`config.mk`:
```
export PLATFORM = sky130hd
export DESIGN_NAME = ram_1w1r
export DESIGN_NICKNAME = d
export VERILOG_FILES = /design/src/design/mvm_ctrl_pkg.sv /design/src/design/mvm_data_pkg.sv /design/src/design/ram_1w1r.sv
export VERILOG_INCLUDE_DIRS = /design/src /design/src/design
export SDC_FILE = /design/constraint.sdc
export NUM_CORES = 1
export LEC_CHECK = 0
export BUFFER_PORTS_ARGS = -buffer_cell sky130_fd_sc_hd__buf_2
export CAP_MARGIN = 5
export CORE_MARGIN = 5
export CORE_UTILIZATION = 55
export CTS_CLUSTER_SIZE = 12
export DETAILED_ROUTE_END_ITERATION = 6
export PLACE_DENSITY_LB_ADDON = 0.12
export SYNTH_ARGS = -nofsm -noshare
export SYNTH_HDL_FRONTEND = slang
export SYNTH_SLANG_ARGS = --single-unit
```
`constraint.sdc`:
```
create_clock -name clk -period 18 [get_ports clk]
set_clock_uncertainty 0.2 [all_clocks]
set_input_delay 0 -clock clk [delete_from_list [all_inputs] [get_ports clk]]
set_output_delay 0 -clock clk [all_outputs]
set_load 0.02 [all_outputs]
```
`src/design/mvm_defs.svh`:
```
////////////////////////////////////////////////////////////
// Build sizes for the matrix-vector multiply front end
// Included by the packages and by modules that size logic
////////////////////////////////////////////////////////////
`ifndef MVM_DEFS_SVH
`define MVM_DEFS_SVH

// Element format, signed Q8.8
`define MVM_WIDTH      16
`define MVM_FRAC       8

// Square block edge, one block per core per beat
`define MVM_BLOCK      2

// Number of multiply-accumulate lanes
`define MVM_CORES      2

// Matrix shape
`define MVM_ROWS       8
`define MVM_COLS       8

// Accumulator width
// 32-bit products summed over COL terms with headroom to spare
`define MVM_ACC_WIDTH  40

`endif
```
`src/design/mvm_ctrl_pkg.sv`:
```
////////////////////////////////////////////////////////////
// Control types, FSM states and counter widths
////////////////////////////////////////////////////////////
`default_nettype none

`include "mvm_defs.svh"

package mvm_ctrl_pkg;

    localparam int NUM_SLICES  = `MVM_ROWS / (`MVM_BLOCK * `MVM_CORES);
    localparam int NUM_COL_BLK = `MVM_COLS / `MVM_BLOCK;

    typedef enum logic [2:0] {
        ST_IDLE     = 3'd0,
        ST_FILL     = 3'd1,
        ST_SLICE_RD = 3'd2,
        ST_EMIT     = 3'd3,
        ST_DONE     = 3'd4
    } n2r_state_t;

    typedef logic [$clog2(`MVM_ROWS)-1:0]   row_idx_t;
    typedef logic [$clog2(NUM_SLICES)-1:0]  slice_idx_t;
    typedef logic [$clog2(NUM_COL_BLK)-1:0] col_blk_t;

endpackage

`default_nettype wire

```
`src/design/mvm_data_pkg.sv`:
```
////////////////////////////////////////////////////////////
// Datapath types for matrix rows, block chunks and results
// Import inside module bodies, scope in port lists
////////////////////////////////////////////////////////////
`default_nettype none

`include "mvm_defs.svh"

package mvm_data_pkg;

    // Rows held per slice, one block height per core
    localparam int SLICE_ROWS = `MVM_BLOCK * `MVM_CORES;

    typedef logic signed [`MVM_WIDTH-1:0] elem_t;

    // Index 0 is column 0
    typedef elem_t [`MVM_COLS-1:0] row_t;

    // Upper block row first, left column first within a row
    typedef elem_t [`MVM_BLOCK*`MVM_BLOCK-1:0] chunk_t;

    // One chunk per core, core 0 at index 0
    typedef chunk_t [`MVM_CORES-1:0] lane_chunks_t;

    typedef elem_t [`MVM_COLS-1:0] weight_vec_t;

    typedef logic signed [`MVM_ACC_WIDTH-1:0] acc_t;

    // Lowest row of the slice at index 0
    typedef elem_t [SLICE_ROWS-1:0] slice_result_t;

endpackage

`default_nettype wire

```
`src/design/ram_1w1r.sv`:
```
////////////////////////////////////////////////////////////
// Row storage, one write port and one registered read port
// Read data appears one cycle after the address
////////////////////////////////////////////////////////////
`timescale 1ns/10ps
`default_nettype none

`include "mvm_defs.svh"

module ram_1w1r (
    input  wire                            clk,
    input  wire                            we,
    input  wire mvm_ctrl_pkg::row_idx_t    waddr,
    input  wire mvm_data_pkg::row_t        din,
    input  wire mvm_ctrl_pkg::row_idx_t    raddr,
    output mvm_data_pkg::row_t             dout
);
    import mvm_data_pkg::*;

    row_t mem [`MVM_ROWS];

    always_ff @(posedge clk) begin
        if (we) begin
            mem[waddr] <= din;
        end
    end

    // Old data on a same-address collision
    always_ff @(posedge clk) begin
        dout <= mem[raddr];
    end

endmodule

`default_nettype wire

```
==> flow_summary_export.csv <==
group,metric,value,unit
floorplan,die_h,285,µm
critical_path,required,18.08,ns
critical_path,slowest_delay,0.76,ns
cts,cts-root-buf,"clkbuf_16",
layout,drive_gt1_share,32.4,%
pwr,p_leak,16.8,nW
global_routing,first_global_vias,20000,
status,violations,"hold timing",
sta,finalWorstSetupSlack,14.89,ns
logic_synthesis,avgSynthCellArea,25.7,µm²
hold_path,hp-class,"in2reg",
placed_design,port_buffers,263,
logic_synthesis,synthCells,1620,
sta,whs,-0.0514,ns
cts,cts_sinks,1152,
floorplan,start_util,55.6,%
layout,fillers,4845,
cts,cts_tree,"built",
logic_synthesis,synth_warnings,0,
sta,fmax,321,MHz
global_routing,grt_overflow,0,
layout,stdcell_count,3275,
route,routed-via-count,18400,
cts,cts_resized,0,
floorplan,dieWidth,285,µm
critical_path,cp_top_family,"buffers and inverters",
sta,grt_setup_unrepaired,"no",
sta,finalCritPeriodShare,17.3,%
placed_design,place.gp.congestion,0.694,
cts,path_clk_slew,0.06,ns
placed_design,place_inst,2801,
route,finalWirelength,80300,µm
critical_path,path_buf_inv,5,
floorplan,io_pins,264,
status,status,"complete, but fails checks",
logic_synthesis,syn_nets,1756,
critical_path,cp_max_fo,46,
route,vias_per_cell,5.62,
floorplan,fp-row-count,100,
floorplan,core,74700,µm²
layout,nets,2339,
critical_path,startpoint_type,"input pin",
sta,min_period,3.11,ns
cts,cts_max_path_buffers,3,
critical_path,critPathMostFrequentCell,"buf_4",
critical_path,crit_path_cell_trace,"dlygate4sd3_1 -> buf_2 -> nand2b_1 -> nor2_4 -> buf_4 -> buf_4 -> buf_4",
global_routing,grt_use_total,20.0,%
sta,hold_viol,15,
critical_path,rr_worst_depth,2,
pwr,ir_drop,0.102,mV
cts,cts-buffers-inserted,114,
critical_path,critical_path.endpoint_type,"flop",
layout,area_growth,19.7,%
logic_synthesis,ys_seq_area_share,80.2,%
critical_path,worstPathArrival,3.19,ns
sta,report.final.slew_viol_count,0,
critical_path,worst-setup-path-type,"in2reg",
pwr,power_density,113,nW/µm²
critical_path,critPathSlowestCell,"buf_4",
cts,h-tree-depth,3,
sta,tightest_slew,1.19,ns
global_routing,grt_pass1_wl,123000,µm
sta,final.setup.tns,0,ns
cts,clk_latency,0.66,ns
route,drt_iter0_drc,1349,
global_routing,grt_start_max_net_pins,129,
placed_design,dp_slack,14.21,ns
critical_path,cp_num_cells,7,
sta,relSlewSlack,20.8,%
run,drv_cap,0,
placed_design,dpl.hpwl,38200,µm
global_routing,antenna_found_initial,9,
logic_synthesis,syn_area,41600,µm²
floorplan,dieArea,81200,µm²
route,postRouteAntennaNets,0,
sta,setup_viol,0,
hold_path,hold_path_depth,3,
logic_synthesis,yosys_register_bits,1152,
route,drt_first_pass_iters,5,
logic_synthesis,ys_types,18,
route,drcViolationCount,0,
route,routedWlPerCell,24.5,µm
layout by cell type (no fill, tap or decap):
master / count
edfxtp_1: 1024
nand2_1: 2
nand2b_1: 3
buf_2: 260
mux2_2: 128
buf_12: 6
dfxtp_1: 128
buf_6: 1
clkbuf_1: 66
mux4_2: 184
dlygate4sd3_1: 255
clkbuf_8: 11
clkbuf_16: 116
clkinv_2: 8
nor3_2: 2
clkinv_8: 1
clkinv_1: 6
buf_4: 14
inv_16: 1
inv_6: 3
buf_8: 2
bufinv_16: 2
diode_2: 5
nor2_4: 6
mux4_1: 72
per-layer routing:
layer,vias to the layer above,routed length [µm],track usage (%)
met5,-,53,0
met4,8,1610,4.52
met1,9736,32500,26.1
li1,8136,-,-
met3,131,3580,3.81
met2,379,42600,35.5
Yosys cell counts:
| cell | n | area (µm²) |
|---|---|---|
| buf_1 | 13 | 48.8 |
| buf_12 | 2 | 40.0 |
| buf_2 | 3 | 15.0 |
| buf_4 | 1 | 7.51 |
| buf_6 | 7 | 78.8 |
| buf_8 | 19 | 285 |
| clkbuf_1 | 12 | 45.0 |
| clkbuf_4 | 1 | 7.51 |
| clkbuf_8 | 13 | 179 |
| dfxtp_1 | 128 | 2560 |
| edfxtp_1 | 1024 | 30700 |
| mux2_2 | 128 | 1440 |
| mux4_1 | 72 | 1890 |
| mux4_2 | 184 | 4140 |
| nand2_1 | 2 | 7.51 |
| nand2b_1 | 3 | 18.8 |
| nor2_1 | 6 | 22.5 |
| nor3_1 | 2 | 10.0 |
registers in the layout, summed over array words and instances, names as in the netlist:
signal	count
dout	128
mem	1024
worst reg2reg max path, cell delays in order, from the launching register on:
cell	delay, ns
edfxtp_1	0.37
mux4_1	0.54
mux2_2	0.28
power breakdown:
| part | internal (mW) | switching (mW) |
|---|---|---|
| logic | 0.167 | 0.181 |
| clock network | 1.27 | 0.931 |
| registers | 3.02 | 0.0325 |
| total | 4.46 | 1.14 |
final timing paths:
kind	start	end	slack (ns)
max	waddr[0]	mem[6][45]$_DFFE_PP_	14.89
min	raddr[2]	dout[1]$_DFF_P_	-0.05
max reg2reg	mem[3][98]$_DFFE_PP_	dout[98]$_DFF_P_	16.50
min reg2reg	mem[2][51]$_DFFE_PP_	dout[51]$_DFF_P_	0.47
timing repair:
item                      4_1_cts  5_1_grt
hold buffers                  255        0
buffers inserted                0        0
hold endpoints to repair     1137        0
logic make-up after synthesis:
group	count (synthesis)	synth area share (%)
multiplexers	384	18.0
flip-flops	1152	80.2
buffers and inverters	71	1.70
AND/OR/NAND/NOR	13	0.142
cell type report:
type / instances / area, µm² / area share [%]
multi-input combinational: 397 / 7590 / 15.3
timing repair buffer: 538 / 4120 / 8.28
antenna: 5 / 12.5 / 0.0252
tap: 969 / 1210 / 2.44
sequential: 1152 / 33300 / 67.0
clock inverter: 21 / 185 / 0.372
clock buffer: 193 / 3300 / 6.64
metrics by stage:
stage,instance area (µm²),power (mW),hold WS (ns),util [%]
after floorplan,41600,3.31,-0.101,-
after CTS,49700,5.67,0.000102,66.6
after global routing,49700,5.81,0.0115,66.6
after global placement,43700,3.41,0.0581,58.5
after detailed placement,43700,3.42,0.0665,58.5
final,49700,5.60,-0.0514,66.6
(Power assumes the default switching activity.)
