[src/design/mvm_defs.svh]
////////////////////////////////////////////////////////////
// Build sizes for the matrix-vector multiply front end
// Included by the packages and by modules that size logic
////////////////////////////////////////////////////////////
`ifndef MVM_DEFS_SVH
`define MVM_DEFS_SVH

// Element format, signed Q8.8
`define MVM_WIDTH      16
`define MVM_FRAC       8

// Square block edge, one block per core per beat
`define MVM_BLOCK      2

// Number of multiply-accumulate lanes
`define MVM_CORES      2

// Matrix shape
`define MVM_ROWS       8
`define MVM_COLS       8

// Accumulator width
// 32-bit products summed over COL terms with headroom to spare
`define MVM_ACC_WIDTH  40

`endif
[src/design/mvm_ctrl_pkg.sv]
////////////////////////////////////////////////////////////
// Control types, FSM states and counter widths
////////////////////////////////////////////////////////////
`default_nettype none

`include "mvm_defs.svh"

package mvm_ctrl_pkg;

    localparam int NUM_SLICES  = `MVM_ROWS / (`MVM_BLOCK * `MVM_CORES);
    localparam int NUM_COL_BLK = `MVM_COLS / `MVM_BLOCK;

    typedef enum logic [2:0] {
        ST_IDLE     = 3'd0,
        ST_FILL     = 3'd1,
        ST_SLICE_RD = 3'd2,
        ST_EMIT     = 3'd3,
        ST_DONE     = 3'd4
    } n2r_state_t;

    typedef logic [$clog2(`MVM_ROWS)-1:0]   row_idx_t;
    typedef logic [$clog2(NUM_SLICES)-1:0]  slice_idx_t;
    typedef logic [$clog2(NUM_COL_BLK)-1:0] col_blk_t;

endpackage

`default_nettype wire

[src/design/mvm_data_pkg.sv]
////////////////////////////////////////////////////////////
// Datapath types for matrix rows, block chunks and results
// Import inside module bodies, scope in port lists
////////////////////////////////////////////////////////////
`default_nettype none

`include "mvm_defs.svh"

package mvm_data_pkg;

    // Rows held per slice, one block height per core
    localparam int SLICE_ROWS = `MVM_BLOCK * `MVM_CORES;

    typedef logic signed [`MVM_WIDTH-1:0] elem_t;

    // Index 0 is column 0
    typedef elem_t [`MVM_COLS-1:0] row_t;

    // Upper block row first, left column first within a row
    typedef elem_t [`MVM_BLOCK*`MVM_BLOCK-1:0] chunk_t;

    // One chunk per core, core 0 at index 0
    typedef chunk_t [`MVM_CORES-1:0] lane_chunks_t;

    typedef elem_t [`MVM_COLS-1:0] weight_vec_t;

    typedef logic signed [`MVM_ACC_WIDTH-1:0] acc_t;

    // Lowest row of the slice at index 0
    typedef elem_t [SLICE_ROWS-1:0] slice_result_t;

endpackage

`default_nettype wire

[src/design/chunk_if.sv]
////////////////////////////////////////////////////////////
// Chunk stream from the reorder buffer to the lane array
// Valid/ready handshake, last marks a slice's final column
////////////////////////////////////////////////////////////
`timescale 1ns/10ps
`default_nettype none

interface chunk_if;
    import mvm_data_pkg::*;

    logic         valid;
    logic         ready;
    logic         last;
    lane_chunks_t chunks;

    // Buffer side
    modport source (
        output valid,
        output chunks,
        output last,
        input  ready
    );

    // Lane array side
    modport sink (
        input  valid,
        input  chunks,
        input  last,
        output ready
    );
endinterface

`default_nettype wire

[src/design/slice_mac.sv]
////////////////////////////////////////////////////////////
// Lane array of block multiply-accumulate cores
// One result beat per slice, held until accepted downstream
////////////////////////////////////////////////////////////
`timescale 1ns/10ps
`default_nettype none

`include "mvm_defs.svh"

module slice_mac (
    input  wire                               clk,
    input  wire                               rst_n,
    input  wire mvm_data_pkg::weight_vec_t    weights,
    chunk_if.sink                             chunk,
    output logic                              res_valid,
    input  wire                               res_ready,
    output mvm_data_pkg::slice_result_t       res_data,
    output logic                              res_last
);
    import mvm_data_pkg::*;
    import mvm_ctrl_pkg::*;

    col_blk_t   col_blk;
    slice_idx_t slice_cnt;

    // Indexed by slice row, lane c owns rows c*BLOCK..c*BLOCK+BLOCK-1
    acc_t acc      [SLICE_ROWS];
    acc_t acc_next [SLICE_ROWS];

    logic beat_acc;
    logic load;

    // Stall the chunk stream while a result waits
    assign chunk.ready = !res_valid || res_ready;
    assign beat_acc    = chunk.valid && chunk.ready;
    assign load        = beat_acc && chunk.last;

    always_comb begin
        for (int c = 0; c < `MVM_CORES; c++) begin
            for (int r = 0; r < `MVM_BLOCK; r++) begin
                acc_next[c*`MVM_BLOCK + r] = acc[c*`MVM_BLOCK + r];
                for (int k = 0; k < `MVM_BLOCK; k++) begin
                    acc_next[c*`MVM_BLOCK + r] = acc_next[c*`MVM_BLOCK + r]
                        + acc_t'(chunk.chunks[c][r*`MVM_BLOCK + k])
                        * acc_t'(weights[col_blk*`MVM_BLOCK + k]);
                end
            end
        end
    end

    always_ff @(posedge clk) begin
        if (!rst_n) begin
            for (int i = 0; i < SLICE_ROWS; i++) begin
                acc[i] <= '0;
            end
            col_blk   <= '0;
            slice_cnt <= '0;
        end else if (load) begin
            // Fresh sums for the next slice
            for (int i = 0; i < SLICE_ROWS; i++) begin
                acc[i] <= '0;
            end
            col_blk   <= '0;
            slice_cnt <= (slice_cnt == slice_idx_t'(NUM_SLICES - 1)) ? '0 : slice_cnt + 1'b1;
        end else if (beat_acc) begin
            for (int i = 0; i < SLICE_ROWS; i++) begin
                acc[i] <= acc_next[i];
            end
            col_blk <= col_blk + 1'b1;
        end
    end

    // Back to Q8.8 by plain truncation
    always_ff @(posedge clk) begin
        if (load) begin
            for (int i = 0; i < SLICE_ROWS; i++) begin
                res_data[i] <= elem_t'(acc_next[i] >>> `MVM_FRAC);
            end
            res_last <= (slice_cnt == slice_idx_t'(NUM_SLICES - 1));
        end
    end

    always_ff @(posedge clk) begin
        if (!rst_n) begin
            res_valid <= 1'b0;
        end else if (load) begin
            res_valid <= 1'b1;
        end else if (res_ready) begin
            res_valid <= 1'b0;
        end
    end

endmodule

`default_nettype wire

[src/flat_wrapper.sv]
// flat-port wrapper written by rule: the top's interface ports become plain ports
module slice_mac_flat import mvm_data_pkg::*; import mvm_ctrl_pkg::*;
  (clk, rst_n, weights, res_valid, res_ready, res_data, res_last, chunk_valid, chunk_chunks, chunk_last, chunk_ready);
  chunk_if chunk_i ();
  input  wire clk;
  input  wire rst_n;
  input  wire mvm_data_pkg::weight_vec_t weights;
  output logic res_valid;
  input  wire res_ready;
  output mvm_data_pkg::slice_result_t res_data;
  output logic res_last;
  input wire logic [$bits(chunk_i.valid)-1:0] chunk_valid;
  input wire logic [$bits(chunk_i.chunks)-1:0] chunk_chunks;
  input wire logic [$bits(chunk_i.last)-1:0] chunk_last;
  output wire logic [$bits(chunk_i.ready)-1:0] chunk_ready;
  assign chunk_i.valid = chunk_valid;
  assign chunk_i.chunks = chunk_chunks;
  assign chunk_i.last = chunk_last;
  assign chunk_ready = chunk_i.ready;
  slice_mac u_core (.clk(clk), .rst_n(rst_n), .weights(weights), .chunk(chunk_i), .res_valid(res_valid), .res_ready(res_ready), .res_data(res_data), .res_last(res_last));
endmodule
[config.mk]
export PLATFORM = sky130hd
export DESIGN_NAME = slice_mac_flat
export DESIGN_NICKNAME = d
export VERILOG_FILES = /design/src/design/mvm_ctrl_pkg.sv /design/src/design/mvm_data_pkg.sv /design/src/design/chunk_if.sv /design/src/design/slice_mac.sv /design/src/flat_wrapper.sv
export VERILOG_INCLUDE_DIRS = /design/src /design/src/design
export SDC_FILE = /design/constraint.sdc
export NUM_CORES = 2
export LEC_CHECK = 0
export BUFFER_PORTS_ARGS = -buffer_cell sky130_fd_sc_hd__buf_4
export CORE_MARGIN = 3
export CORE_UTILIZATION = 60
export CTS_CLUSTER_DIAMETER = 40
export DETAILED_ROUTE_END_ITERATION = 6
export GPL_TIMING_DRIVEN = 1
export HOLD_SLACK_MARGIN = 0.05
export PLACE_DENSITY = 0.78
export SETUP_SLACK_MARGIN = 0.05
export SYNTH_ARGS = -nofsm -noshare
export SYNTH_HDL_FRONTEND = slang
export SYNTH_SLANG_ARGS = --single-unit
[constraint.sdc]
create_clock -name clk -period 11.4 [get_ports clk]
set_input_delay 1.71 -clock clk [delete_from_list [all_inputs] [get_ports clk]]
set_output_delay 1.71 -clock clk [all_outputs]
set_load 0.01 [all_outputs]
==> impl_metrics.csv <==
group,metric,value,unit
run_status,status,"finished, final reports clean",
drt,ant_nets,0,
critical_path,critPathBufInv,4,
clock_network,clk_pin_slew_worst_paths,0.09,ns
drt,route.vias.total,54800,
critical_path,cp_slowest_cell,"mux4_2",
die,dieArea,126000,µm²
min_path,hold_path.class,"register to register",
placement,port_buffers,327,
sta,finalHoldViolCount,0,
clock_network,ctsHoldBuffers,0,
critical_path,cp-end-kind,"register",
yosys,seq_area_frac_synth,6.38,%
global_routing,grt_usage,33.8,%
placement,place_congestion,0.963,
yosys,synth.ff_latch_count,165,
sta,tightest_slew,0.964,ns
yosys,synth_edf_count,137,
clock_network,max-clock-path-buffers,2,
clock_network,cts_htree_levels,4,
global_routing,overflow,0,
cells_and_area,final_cell_mix,"2114 x inv_1, 1592 x fa_1, 970 x nand2_1, 917 x and2_1, 672 x ha_1",
sta,max_freq,95.6,MHz
clock_network,post_cts_resized,0,
critical_path,critical_path_class,"primary input to register",
clock_network,clock-sinks,165,
die,num_rows,127,
yosys,synth_area,73300,µm²
die,ios,328,
cells_and_area,drive_gt1_share,6.52,%
yosys,ys_warn_count,0,
yosys,mappedNetlistNets,10700,
sta,skew,0.0248,ns
critical_path,worstPathRequired,11.70,ns
placement,dp_hpwl,167000,µm
critical_path,r2r_slack,1.21,ns
drt,firstDrtPassIters,6,
yosys,synthAdderAreaFrac,55.0,%
sta,slew_headroom,35.0,%
yosys,synth_top_family_by_area,"adder cells",
clock_network,cts-root-buf,"clkbuf_16",
critical_path,worstPathMaxFanout,32,
global_routing,grt_pass1_vias,60800,
critical_path,critical_path.most_common_cell,"fa_1",
critical_path,critPathLaunchType,"primary input",
yosys,synthDistinctLibCells,69,
critical_path,cp_top_family,"adder cells",
die,start_util,60.8,%
die,die_w,356,µm
cells_and_area,area_delta_synth_final,6.36,%
clock_network,numCtsBuffers,17,
drt,wire_per_inst,20.8,µm
clock_network,cts_tree,"yes",
global_routing,antenna_found_initial,21,
clock_network,cts_setup_buffers,0,
yosys,async_flop_share,0,%
sta,drv_slew,0,
yosys,synth_compound_area_share,4.59,%
clock_network,clk_latency,0.53,ns
yosys,muxShareOfSynthArea,1.05,%
drt,viasPerCell,5.55,
yosys,synth_xor_area_share,4.83,%
sta,setup_viol,0,
global_routing,grt_max_degree,57,
sta,min_period,10.46,ns
yosys,synth_ff_type,"edfxtp_1",
sta,final.period_utilization,91.7,%
drt,route.detailed.drc,0,
drt,wirelength,205000,µm
critical_path,arrival,10.75,ns
cells_and_area,nNetsFinal,10800,
yosys,avgSynthCellArea,9.02,µm²
die,die_y,356,µm
yosys,synth-simple-area-share,15.5,%
critical_path,crit_path_max_incr_delay,0.82,ns
yosys,syn_inst,8127,
sta,fin_tns_setup,0,ns
drt,drt_iter0_markers,3976,
cells_and_area,final_common_cell,"inv_1",
run,maxCapViolations,0,
global_routing,grt_pass1_wl,329000,µm
die,core_area,121000,µm²
sta,rsz0062_at_grt,"no",
==> worst paths after layout <==
| kind | startpoint | end | cells after the start |
|---|---|---|---|
| max reg2reg | u_core.col_blk[1]$_SDFFE_PP0P_ | u_core.acc[2][23]$_SDFFE_PP0P_ | 36 |
| max | weights[117] | u_core.acc[3][23]$_SDFFCE_PN0P_ | 33 |
| min | u_core.slice_cnt$_SDFFE_PN0P_ | u_core.res_last$_DFFE_PP_ | 0 |
| min reg2reg | u_core.slice_cnt$_SDFFE_PN0P_ | u_core.res_last$_DFFE_PP_ | 0 |
==> metal layers <==
layer  GRT usage (%)  wire length [µm]  up-vias
li1                -                 -    24000
met1            41.8             76400    27600
met2            55.4             96600     2537
met3            7.20             18900      611
met4            18.8             13400       16
met5               0               110        -
==> metrics by stage <==
stage / util (%) / area [µm²] / setup slack, ns / hold WS, ns / std cells
finish: 64.6 / 78000 / 0.944 / 0.466 / 9866
global route: 64.6 / 77900 / 0.535 / 0.481 / 9862
CTS: 64.6 / 77900 / 1.07 / 0.463 / 9853
detailed placement: 64.1 / 77300 / 0.514 / 0.438 / 9821
global placement: 64.1 / 77300 / 0.622 / 0.438 / 9821
floorplan: - / 73300 / 1.52 / 0.428 / 8127
==> sequential cells by signal, summed over array words and instances (netlist names) <==
| signal | cells |
|---|---|
| u_core.acc | 96 |
| u_core.col_blk | 2 |
| u_core.res_data | 64 |
| u_core.res_last | 1 |
| u_core.res_valid | 1 |
| u_core.slice_cnt | 1 |
==> synthesized netlist by cell type, types with 31 or more instances <==
library cell	n	area share, %
inv_1	2114	11
fa_1	1592	43
nand2_1	970	5.0
and2_1	917	7.8
ha_1	672	11
clkbuf_1	312	1.6
xnor2_1	280	3.3
a21oi_1	190	1.3
edfxtp_1	137	5.6
nor2_1	132	0.68
xor2_1	112	1.3
o21ai_0	96	0.66
a21o_1	81	0.83
nor2b_1	53	0.45
nor3_1	37	0.25
o21a_1	37	0.38
or2_2	36	0.31
nand2b_1	32	0.27
nand3_1	32	0.22
o21bai_1	31	0.32
==> worst register-to-register path, delay by kind of cell (launching register included) <==
family                     cells  cell delay, ns
AOI/OAI and AO/OA             14            2.40
xor gates and xnor gates       3            1.01
muxes                          1            0.91
buffers and inverters          5            0.56
adders and majority gates      9            3.84
and+or+nand+nor                4            0.43
DFF                            1            0.94
==> final cells by class <==
cell class	instances	area [µm²]
multi-input cells	5506	59300
fillers	9694	42700
inverters	2114	7940
flip-flops and latches	165	4680
repair buffers	424	3370
well taps	1612	2020
clock buffers	18	439
clock inverters	14	141
diodes	13	32.5
==> cell families after synthesis <==
group | Yosys count
buffers and inverters | 2456
and+or+nand+nor | 2270
adders and majority gates | 2264
AOI/OAI and AO/OA | 537
xor gates and xnor gates | 397
DFF | 165
muxes | 38
Power is left out: the tool's default activity adds up to more than one toggle a clock period on the data nets, which glitch-free logic cannot reach.
