File: src/design/mvm_defs.svh
////////////////////////////////////////////////////////////
// Build sizes for the matrix-vector multiply front end
// Included by the packages and by modules that size logic
////////////////////////////////////////////////////////////
`ifndef MVM_DEFS_SVH
`define MVM_DEFS_SVH

// Element format, signed Q8.8
`define MVM_WIDTH      16
`define MVM_FRAC       8

// Square block edge, one block per core per beat
`define MVM_BLOCK      2

// Number of multiply-accumulate lanes
`define MVM_CORES      2

// Matrix shape
`define MVM_ROWS       8
`define MVM_COLS       8

// Accumulator width
// 32-bit products summed over COL terms with headroom to spare
`define MVM_ACC_WIDTH  40

`endif
File: src/design/mvm_ctrl_pkg.sv
////////////////////////////////////////////////////////////
// Control types, FSM states and counter widths
////////////////////////////////////////////////////////////
`default_nettype none

`include "mvm_defs.svh"

package mvm_ctrl_pkg;

    localparam int NUM_SLICES  = `MVM_ROWS / (`MVM_BLOCK * `MVM_CORES);
    localparam int NUM_COL_BLK = `MVM_COLS / `MVM_BLOCK;

    typedef enum logic [2:0] {
        ST_IDLE     = 3'd0,
        ST_FILL     = 3'd1,
        ST_SLICE_RD = 3'd2,
        ST_EMIT     = 3'd3,
        ST_DONE     = 3'd4
    } n2r_state_t;

    typedef logic [$clog2(`MVM_ROWS)-1:0]   row_idx_t;
    typedef logic [$clog2(NUM_SLICES)-1:0]  slice_idx_t;
    typedef logic [$clog2(NUM_COL_BLK)-1:0] col_blk_t;

endpackage

`default_nettype wire

File: src/design/mvm_data_pkg.sv
////////////////////////////////////////////////////////////
// Datapath types for matrix rows, block chunks and results
// Import inside module bodies, scope in port lists
////////////////////////////////////////////////////////////
`default_nettype none

`include "mvm_defs.svh"

package mvm_data_pkg;

    // Rows held per slice, one block height per core
    localparam int SLICE_ROWS = `MVM_BLOCK * `MVM_CORES;

    typedef logic signed [`MVM_WIDTH-1:0] elem_t;

    // Index 0 is column 0
    typedef elem_t [`MVM_COLS-1:0] row_t;

    // Upper block row first, left column first within a row
    typedef elem_t [`MVM_BLOCK*`MVM_BLOCK-1:0] chunk_t;

    // One chunk per core, core 0 at index 0
    typedef chunk_t [`MVM_CORES-1:0] lane_chunks_t;

    typedef elem_t [`MVM_COLS-1:0] weight_vec_t;

    typedef logic signed [`MVM_ACC_WIDTH-1:0] acc_t;

    // Lowest row of the slice at index 0
    typedef elem_t [SLICE_ROWS-1:0] slice_result_t;

endpackage

`default_nettype wire

File: src/design/chunk_if.sv
////////////////////////////////////////////////////////////
// Chunk stream from the reorder buffer to the lane array
// Valid/ready handshake, last marks a slice's final column
////////////////////////////////////////////////////////////
`timescale 1ns/10ps
`default_nettype none

interface chunk_if;
    import mvm_data_pkg::*;

    logic         valid;
    logic         ready;
    logic         last;
    lane_chunks_t chunks;

    // Buffer side
    modport source (
        output valid,
        output chunks,
        output last,
        input  ready
    );

    // Lane array side
    modport sink (
        input  valid,
        input  chunks,
        input  last,
        output ready
    );
endinterface

`default_nettype wire

File: src/design/n2r_buffer.sv
////////////////////////////////////////////////////////////
// Normal-to-ready buffer: stores the matrix row by row, then
// replays it slice by slice as per-core 2x2 block chunks
////////////////////////////////////////////////////////////
`timescale 1ns/10ps
`default_nettype none

`include "mvm_defs.svh"

module n2r_buffer (
    input  wire                            clk,
    input  wire                            rst_n,
    input  wire                            start,
    input  wire                            row_valid,
    output logic                           row_ready,
    input  wire mvm_data_pkg::row_t        row_data,
    output logic                           ram_we,
    output mvm_ctrl_pkg::row_idx_t         ram_waddr,
    output mvm_data_pkg::row_t             ram_din,
    output mvm_ctrl_pkg::row_idx_t         ram_raddr,
    input  wire mvm_data_pkg::row_t        ram_dout,
    chunk_if.source                        chunk,
    output logic                           done
);
    import mvm_data_pkg::*;
    import mvm_ctrl_pkg::*;

    n2r_state_t state;
    n2r_state_t state_next;

    row_idx_t wr_cnt;
    row_idx_t slice_base;
    // Runs 0..SLICE_ROWS, one extra cycle for read latency
    row_idx_t rd_cnt;
    col_blk_t col_blk;

    row_t slice_reg [SLICE_ROWS];

    logic row_acc;
    logic beat_acc;
    logic last_row;
    logic last_slice;
    logic rd_last;

    assign row_acc    = row_valid && row_ready;
    assign beat_acc   = chunk.valid && chunk.ready;
    assign last_row   = (wr_cnt == row_idx_t'(`MVM_ROWS - 1));
    assign last_slice = (slice_base == row_idx_t'(`MVM_ROWS - SLICE_ROWS));
    assign rd_last    = (rd_cnt == row_idx_t'(SLICE_ROWS));

    assign row_ready   = (state == ST_FILL);
    assign chunk.valid = (state == ST_EMIT);
    assign chunk.last  = (col_blk == col_blk_t'(NUM_COL_BLK - 1));
    assign done        = (state == ST_DONE);
    assign ram_raddr   = slice_base + rd_cnt;

    always_ff @(posedge clk) begin
        if (!rst_n) begin
            state <= ST_IDLE;
        end else begin
            state <= state_next;
        end
    end

    always_comb begin
        state_next = state;
        case (state)
            ST_IDLE: begin
                if (start) begin
                    state_next = ST_FILL;
                end
            end
            ST_FILL: begin
                if (row_acc && last_row) begin
                    state_next = ST_SLICE_RD;
                end
            end
            ST_SLICE_RD: begin
                if (rd_last) begin
                    state_next = ST_EMIT;
                end
            end
            ST_EMIT: begin
                if (beat_acc && chunk.last) begin
                    state_next = last_slice ? ST_DONE : ST_SLICE_RD;
                end
            end
            // Held until reset
            ST_DONE: state_next = ST_DONE;
            default: state_next = ST_IDLE;
        endcase
    end

    always_ff @(posedge clk) begin
        if (!rst_n) begin
            wr_cnt     <= '0;
            slice_base <= '0;
            rd_cnt     <= '0;
            col_blk    <= '0;
        end else begin
            case (state)
                ST_IDLE: begin
                    wr_cnt     <= '0;
                    slice_base <= '0;
                    rd_cnt     <= '0;
                    col_blk    <= '0;
                end
                ST_FILL: begin
                    if (row_acc) begin
                        wr_cnt <= wr_cnt + 1'b1;
                    end
                end
                ST_SLICE_RD: begin
                    rd_cnt <= rd_last ? '0 : rd_cnt + 1'b1;
                end
                ST_EMIT: begin
                    if (beat_acc && chunk.last) begin
                        col_blk <= '0;
                        if (!last_slice) begin
                            slice_base <= slice_base + row_idx_t'(SLICE_ROWS);
                        end
                    end else if (beat_acc) begin
                        col_blk <= col_blk + 1'b1;
                    end
                end
                default: ;
            endcase
        end
    end

    // Accepted row goes to RAM on the following cycle
    always_ff @(posedge clk) begin
        if (!rst_n) begin
            ram_we <= 1'b0;
        end else begin
            ram_we <= row_acc;
        end
    end

    always_ff @(posedge clk) begin
        if (row_acc) begin
            ram_waddr <= wr_cnt;
            ram_din   <= row_data;
        end
    end

    // Shift in read data, the slice's lowest row ends up in entry 0
    always_ff @(posedge clk) begin
        if (state == ST_SLICE_RD && rd_cnt != '0) begin
            for (int i = 0; i < SLICE_ROWS - 1; i++) begin
                slice_reg[i] <= slice_reg[i + 1];
            end
            slice_reg[SLICE_ROWS - 1] <= ram_dout;
        end
    end

    // Core c takes slice rows c*BLOCK.. at the current column block
    always_comb begin
        for (int c = 0; c < `MVM_CORES; c++) begin
            for (int r = 0; r < `MVM_BLOCK; r++) begin
                for (int k = 0; k < `MVM_BLOCK; k++) begin
                    chunk.chunks[c][r*`MVM_BLOCK + k] =
                        slice_reg[c*`MVM_BLOCK + r][col_blk*`MVM_BLOCK + k];
                end
            end
        end
    end

endmodule

`default_nettype wire

File: src/flat_wrapper.sv
// flat-port wrapper written by rule: the top's interface ports become plain ports
module n2r_buffer_flat import mvm_data_pkg::*; import mvm_ctrl_pkg::*;
  (clk, rst_n, start, row_valid, row_ready, row_data, ram_we, ram_waddr, ram_din, ram_raddr, ram_dout, done, chunk_valid, chunk_chunks, chunk_last, chunk_ready);
  chunk_if chunk_i ();
  input  wire clk;
  input  wire rst_n;
  input  wire start;
  input  wire row_valid;
  output logic row_ready;
  input  wire mvm_data_pkg::row_t row_data;
  output logic ram_we;
  output mvm_ctrl_pkg::row_idx_t ram_waddr;
  output mvm_data_pkg::row_t ram_din;
  output mvm_ctrl_pkg::row_idx_t ram_raddr;
  input  wire mvm_data_pkg::row_t ram_dout;
  output logic done;
  output wire logic [$bits(chunk_i.valid)-1:0] chunk_valid;
  output wire logic [$bits(chunk_i.chunks)-1:0] chunk_chunks;
  output wire logic [$bits(chunk_i.last)-1:0] chunk_last;
  input wire logic [$bits(chunk_i.ready)-1:0] chunk_ready;
  assign chunk_valid = chunk_i.valid;
  assign chunk_chunks = chunk_i.chunks;
  assign chunk_last = chunk_i.last;
  assign chunk_i.ready = chunk_ready;
  n2r_buffer u_core (.clk(clk), .rst_n(rst_n), .start(start), .row_valid(row_valid), .row_ready(row_ready), .row_data(row_data), .ram_we(ram_we), .ram_waddr(ram_waddr), .ram_din(ram_din), .ram_raddr(ram_raddr), .ram_dout(ram_dout), .chunk(chunk_i), .done(done));
endmodule
File: config.mk
export PLATFORM = sky130hd
export DESIGN_NAME = n2r_buffer_flat
export DESIGN_NICKNAME = d
export VERILOG_FILES = /design/src/design/mvm_ctrl_pkg.sv /design/src/design/mvm_data_pkg.sv /design/src/design/chunk_if.sv /design/src/design/n2r_buffer.sv /design/src/flat_wrapper.sv
export VERILOG_INCLUDE_DIRS = /design/src /design/src/design
export SDC_FILE = /design/constraint.sdc
export NUM_CORES = 1
export LEC_CHECK = 0
export ABC_CLOCK_PERIOD_IN_PS = 47700
export BUFFER_PORTS_ARGS = -buffer_cell sky130_fd_sc_hd__buf_2
export CAP_MARGIN = 30
export CORE_MARGIN = 5
export CORE_UTILIZATION = 46
export CTS_CLUSTER_SIZE = 20
export DETAILED_ROUTE_END_ITERATION = 10
export GPL_TIMING_DRIVEN = 0
export HOLD_SLACK_MARGIN = 0.08
export PLACE_DENSITY = 0.74
export SYNTH_ARGS = -nofsm -noshare
export SYNTH_HDL_FRONTEND = slang
export SYNTH_SLANG_ARGS = --single-unit
File: constraint.sdc
create_clock -name clk -period 47.7 [get_ports clk]
set_input_delay 2.385 -clock clk [delete_from_list [all_inputs] [get_ports clk]]
set_output_delay 2.385 -clock clk [all_outputs]
set_load 0.1 [all_outputs]
==> metrics <==
status finished, final reports clean; Synth area leaders edfxtp_1 (83%), mux4_2 (12%), dfxtp_1 (1.1%), buf_12 (0.86%), ha_1 (0.32%); final setup margin 42700 ps; largest net degree at the start of global routing 34; synthesized net count 1166; hold path depth 0; # port buffers 527; H-tree Lvls 3; CTS buffer count 69; synthesized flop and latch total 656; DRC errors left 0; via/cell ratio 5.14; Synth warnings 0; max reg flops 512; Synth top cells by count edfxtp_1 (643), mux4_2 (128), buf_2 (13), dfxtp_1 (13), o21ai_0 (11); Worst Path Max Fanout 10; power share of the combinational group 0.137; CTS root buf clkbuf_16; die area 55200 um2; fin crit share 0.105; Synth area leader edfxtp_1; Synth Area in Adders 0.00322; top-count cell post-synth edfxtp_1; Worst Path Required 45310 ps; share of layout cells above drive strength 1 0.518; CP Capture Type output port; RSZ-0062 raised after global routing no; total global routing overflow 0; Period minus WS final between 5000 and 6000 ps; Clk pwr share 0.383; Sw Ratio 0.282; mux share of post-synthesis cell area 0.124; number of synthesized flops with an enable pin 643; antenna violations before repair 26; final setup vio count 0; layout net count 1801; end-of-flow core utilization 0.590; Worst R2R Setup Slack between 40000 and 50000 ps; vias in the first global route approximately 12000; Flop pwr share 0.480; Critical Path AT 2620 ps; clk buf depth 3; pre-CTS WS 42890 ps; Setup CP Type reg2out; Die H 235 um; Clock Latency Late Sink 610 ps; first-pass GRT wire length 87.2 mm; min-delay src u_core.slice_reg[3][79]$_DFFE_PP_; reg2reg end u_core.slice_reg[3][3]$_DFFE_PP_; Hold Fails Final Rpt 0; setup TNS 0 ps; combinational family with the most area after synthesis multiplexers; Cell Rows between 80 and 90; Slew @ Worst Pin about 930 ps; sequential share of the synthesized area 0.840; post-CTS sizing 0; Cell Pwr Density roughly 46 nW/um2; Starting Density 0.464; CTS tree built; gr usage total 0.219; Lkg Pwr 10.4 nW; final wirelength 61.1 mm; Critical R2R Launch u_core.state[1]$_SDFFE_PN0P_; Synth top area share 0.829; number of setup buffers added after CTS 0; Detail Placement HPWL 46.6 mm; Iter 0 DRT Violations 1020; clk sinks 656; Max-Cap Viols 0; Post-Syn Instances 899; XOR/XNOR share of the synthesized area 0.000752; Avg Cell Area, Syn 25.9 um2; FMAX 200 MHz; Final Max Slew Viols 0; Yosys cell types 36; Synth Cell Area 23300 um2; Worst-path clk slew 60 ps; DR WL/cell between 20 and 30 um; Slew HR 0.378; worst r2r path cells 11; Max VDD drop about 0.032 mV; Post-CTS Hold Fix Bufs 0; CP startpoint kind flop; commonest register cell after synthesis edfxtp_1; post-synthesis compound-gate area fraction 0.00677; Routed Antenna Nets 0; type of the tightest min-delay check reg2reg; Core ar. around 50000 um2; via count 11651; simple-gate share of the synthesized area 0.00978; P_int approximately 0.99 mW; Die Wd 235 um; GPL Wtd Cong around 1; area grow syn2layout 27.2%; fill count about 3600; io pins 528; Pre-antenna DRT Iters 5; skew final 24.6 ps; hold worst-path end u_core.slice_reg[2][79]$_DFFE_PP_; sw power ~0.39 mW; Async SR Flop Fraction 0
per-stage QoR:
step           hold WS [ps]  instance area, um2  cells  total power [mW]
4_1_cts                 433               29600   2259              1.39
2_1_floorplan           421               23300    899             0.824
3_3_place_gp            424               26800   2098             0.874
5_1_grt                 448               29600   2263              1.42
3_5_place_dp            428               27400   2135             0.861
6_report                426               29600   2268              1.37
power by group through the flow:
stage | Clock (mW) | Combinational, mW | Sequential [mW]
after floorplan | 0 | 0.0415 | 0.783
after global placement | 0 | 0.182 | 0.692
after detailed placement | 0 | 0.190 | 0.671
after CTS | 0.538 | 0.190 | 0.659
after global routing | 0.565 | 0.193 | 0.660
final | 0.527 | 0.188 | 0.659
routing by layer:
layer / global-route usage / routed length, um
met3: 0.0664 / 4570
met1: 0.285 / 23900
met2: 0.369 / 31500
met5: 0 / 39
met4: 0.0481 / 1100
worst max-delay path, cell delays in order, from the launching register on:
cell     delay [ps]
dfxtp_1         460
buf_1           740
mux4_2          360
buf_2           470
worst max-delay path by stage:
stage,slack (ps),cells past startpoint,to,from
after detailed placement,42890,8,u_core.ram_din[84]$_DFFE_PP_,row_valid
final,42700,3,chunk_chunks[115],u_core.col_blk[1]$_SDFFE_PN0P_
after floorplan,20750,4,u_core.slice_reg[0][0]$_DFFE_PP_,u_core.state[1]$_SDFFE_PN0P_
after global routing,42490,3,chunk_chunks[115],u_core.col_blk[1]$_SDFFE_PN0P_
after global placement,13360,4,u_core.slice_reg[3][20]$_DFFE_PP_,u_core.state[1]$_SDFFE_PN0P_
after CTS,42570,3,chunk_chunks[10],u_core.col_blk[1]$_SDFFE_PN0P_
cell usage in the layout, fill, tap and decap left out, drive strengths merged, types with 2 or more instances in the layout:
cell        n
a21boi      7
a21oi       3
and2        4
and3        3
buf       595
bufinv      6
clkbuf     91
clkinv     24
clkinvlp    2
dfxtp      13
diode       9
edfxtp    643
ha          6
inv        10
mux4      128
nand2       9
nand2b      3
nand3       3
nand4       2
nor2        4
nor2b       3
nor3        2
nor4b       2
o21ai      11
xnor2       2
final cells by class:
| class | count | area [um2] | share of cell area |
|---|---|---|---|
| sequential | 656 | 19600 | 0.661 |
| multi-input combinational | 203 | 3390 | 0.115 |
| timing repair buffer | 564 | 3220 | 0.109 |
| clock buffer | 87 | 1790 | 0.0606 |
| tap | 672 | 841 | 0.0284 |
| clock inverter | 37 | 434 | 0.0147 |
| buffer | 35 | 333 | 0.0112 |
| antenna | 9 | 22.5 | 0.000760 |
| inverter | 5 | 18.8 | 0.000634 |
logic make-up after synthesis:
logic type | Yosys count
adder cells (fa/ha/maj) | 6
buffers and inverters | 40
multiplexers | 129
other | 1
AO/OA/AOI/OAI | 25
AND/OR/NAND/NOR | 40
XOR/XNOR | 2
flip-flops | 656
No activity file was read; power rests on OpenSTA's default activity.
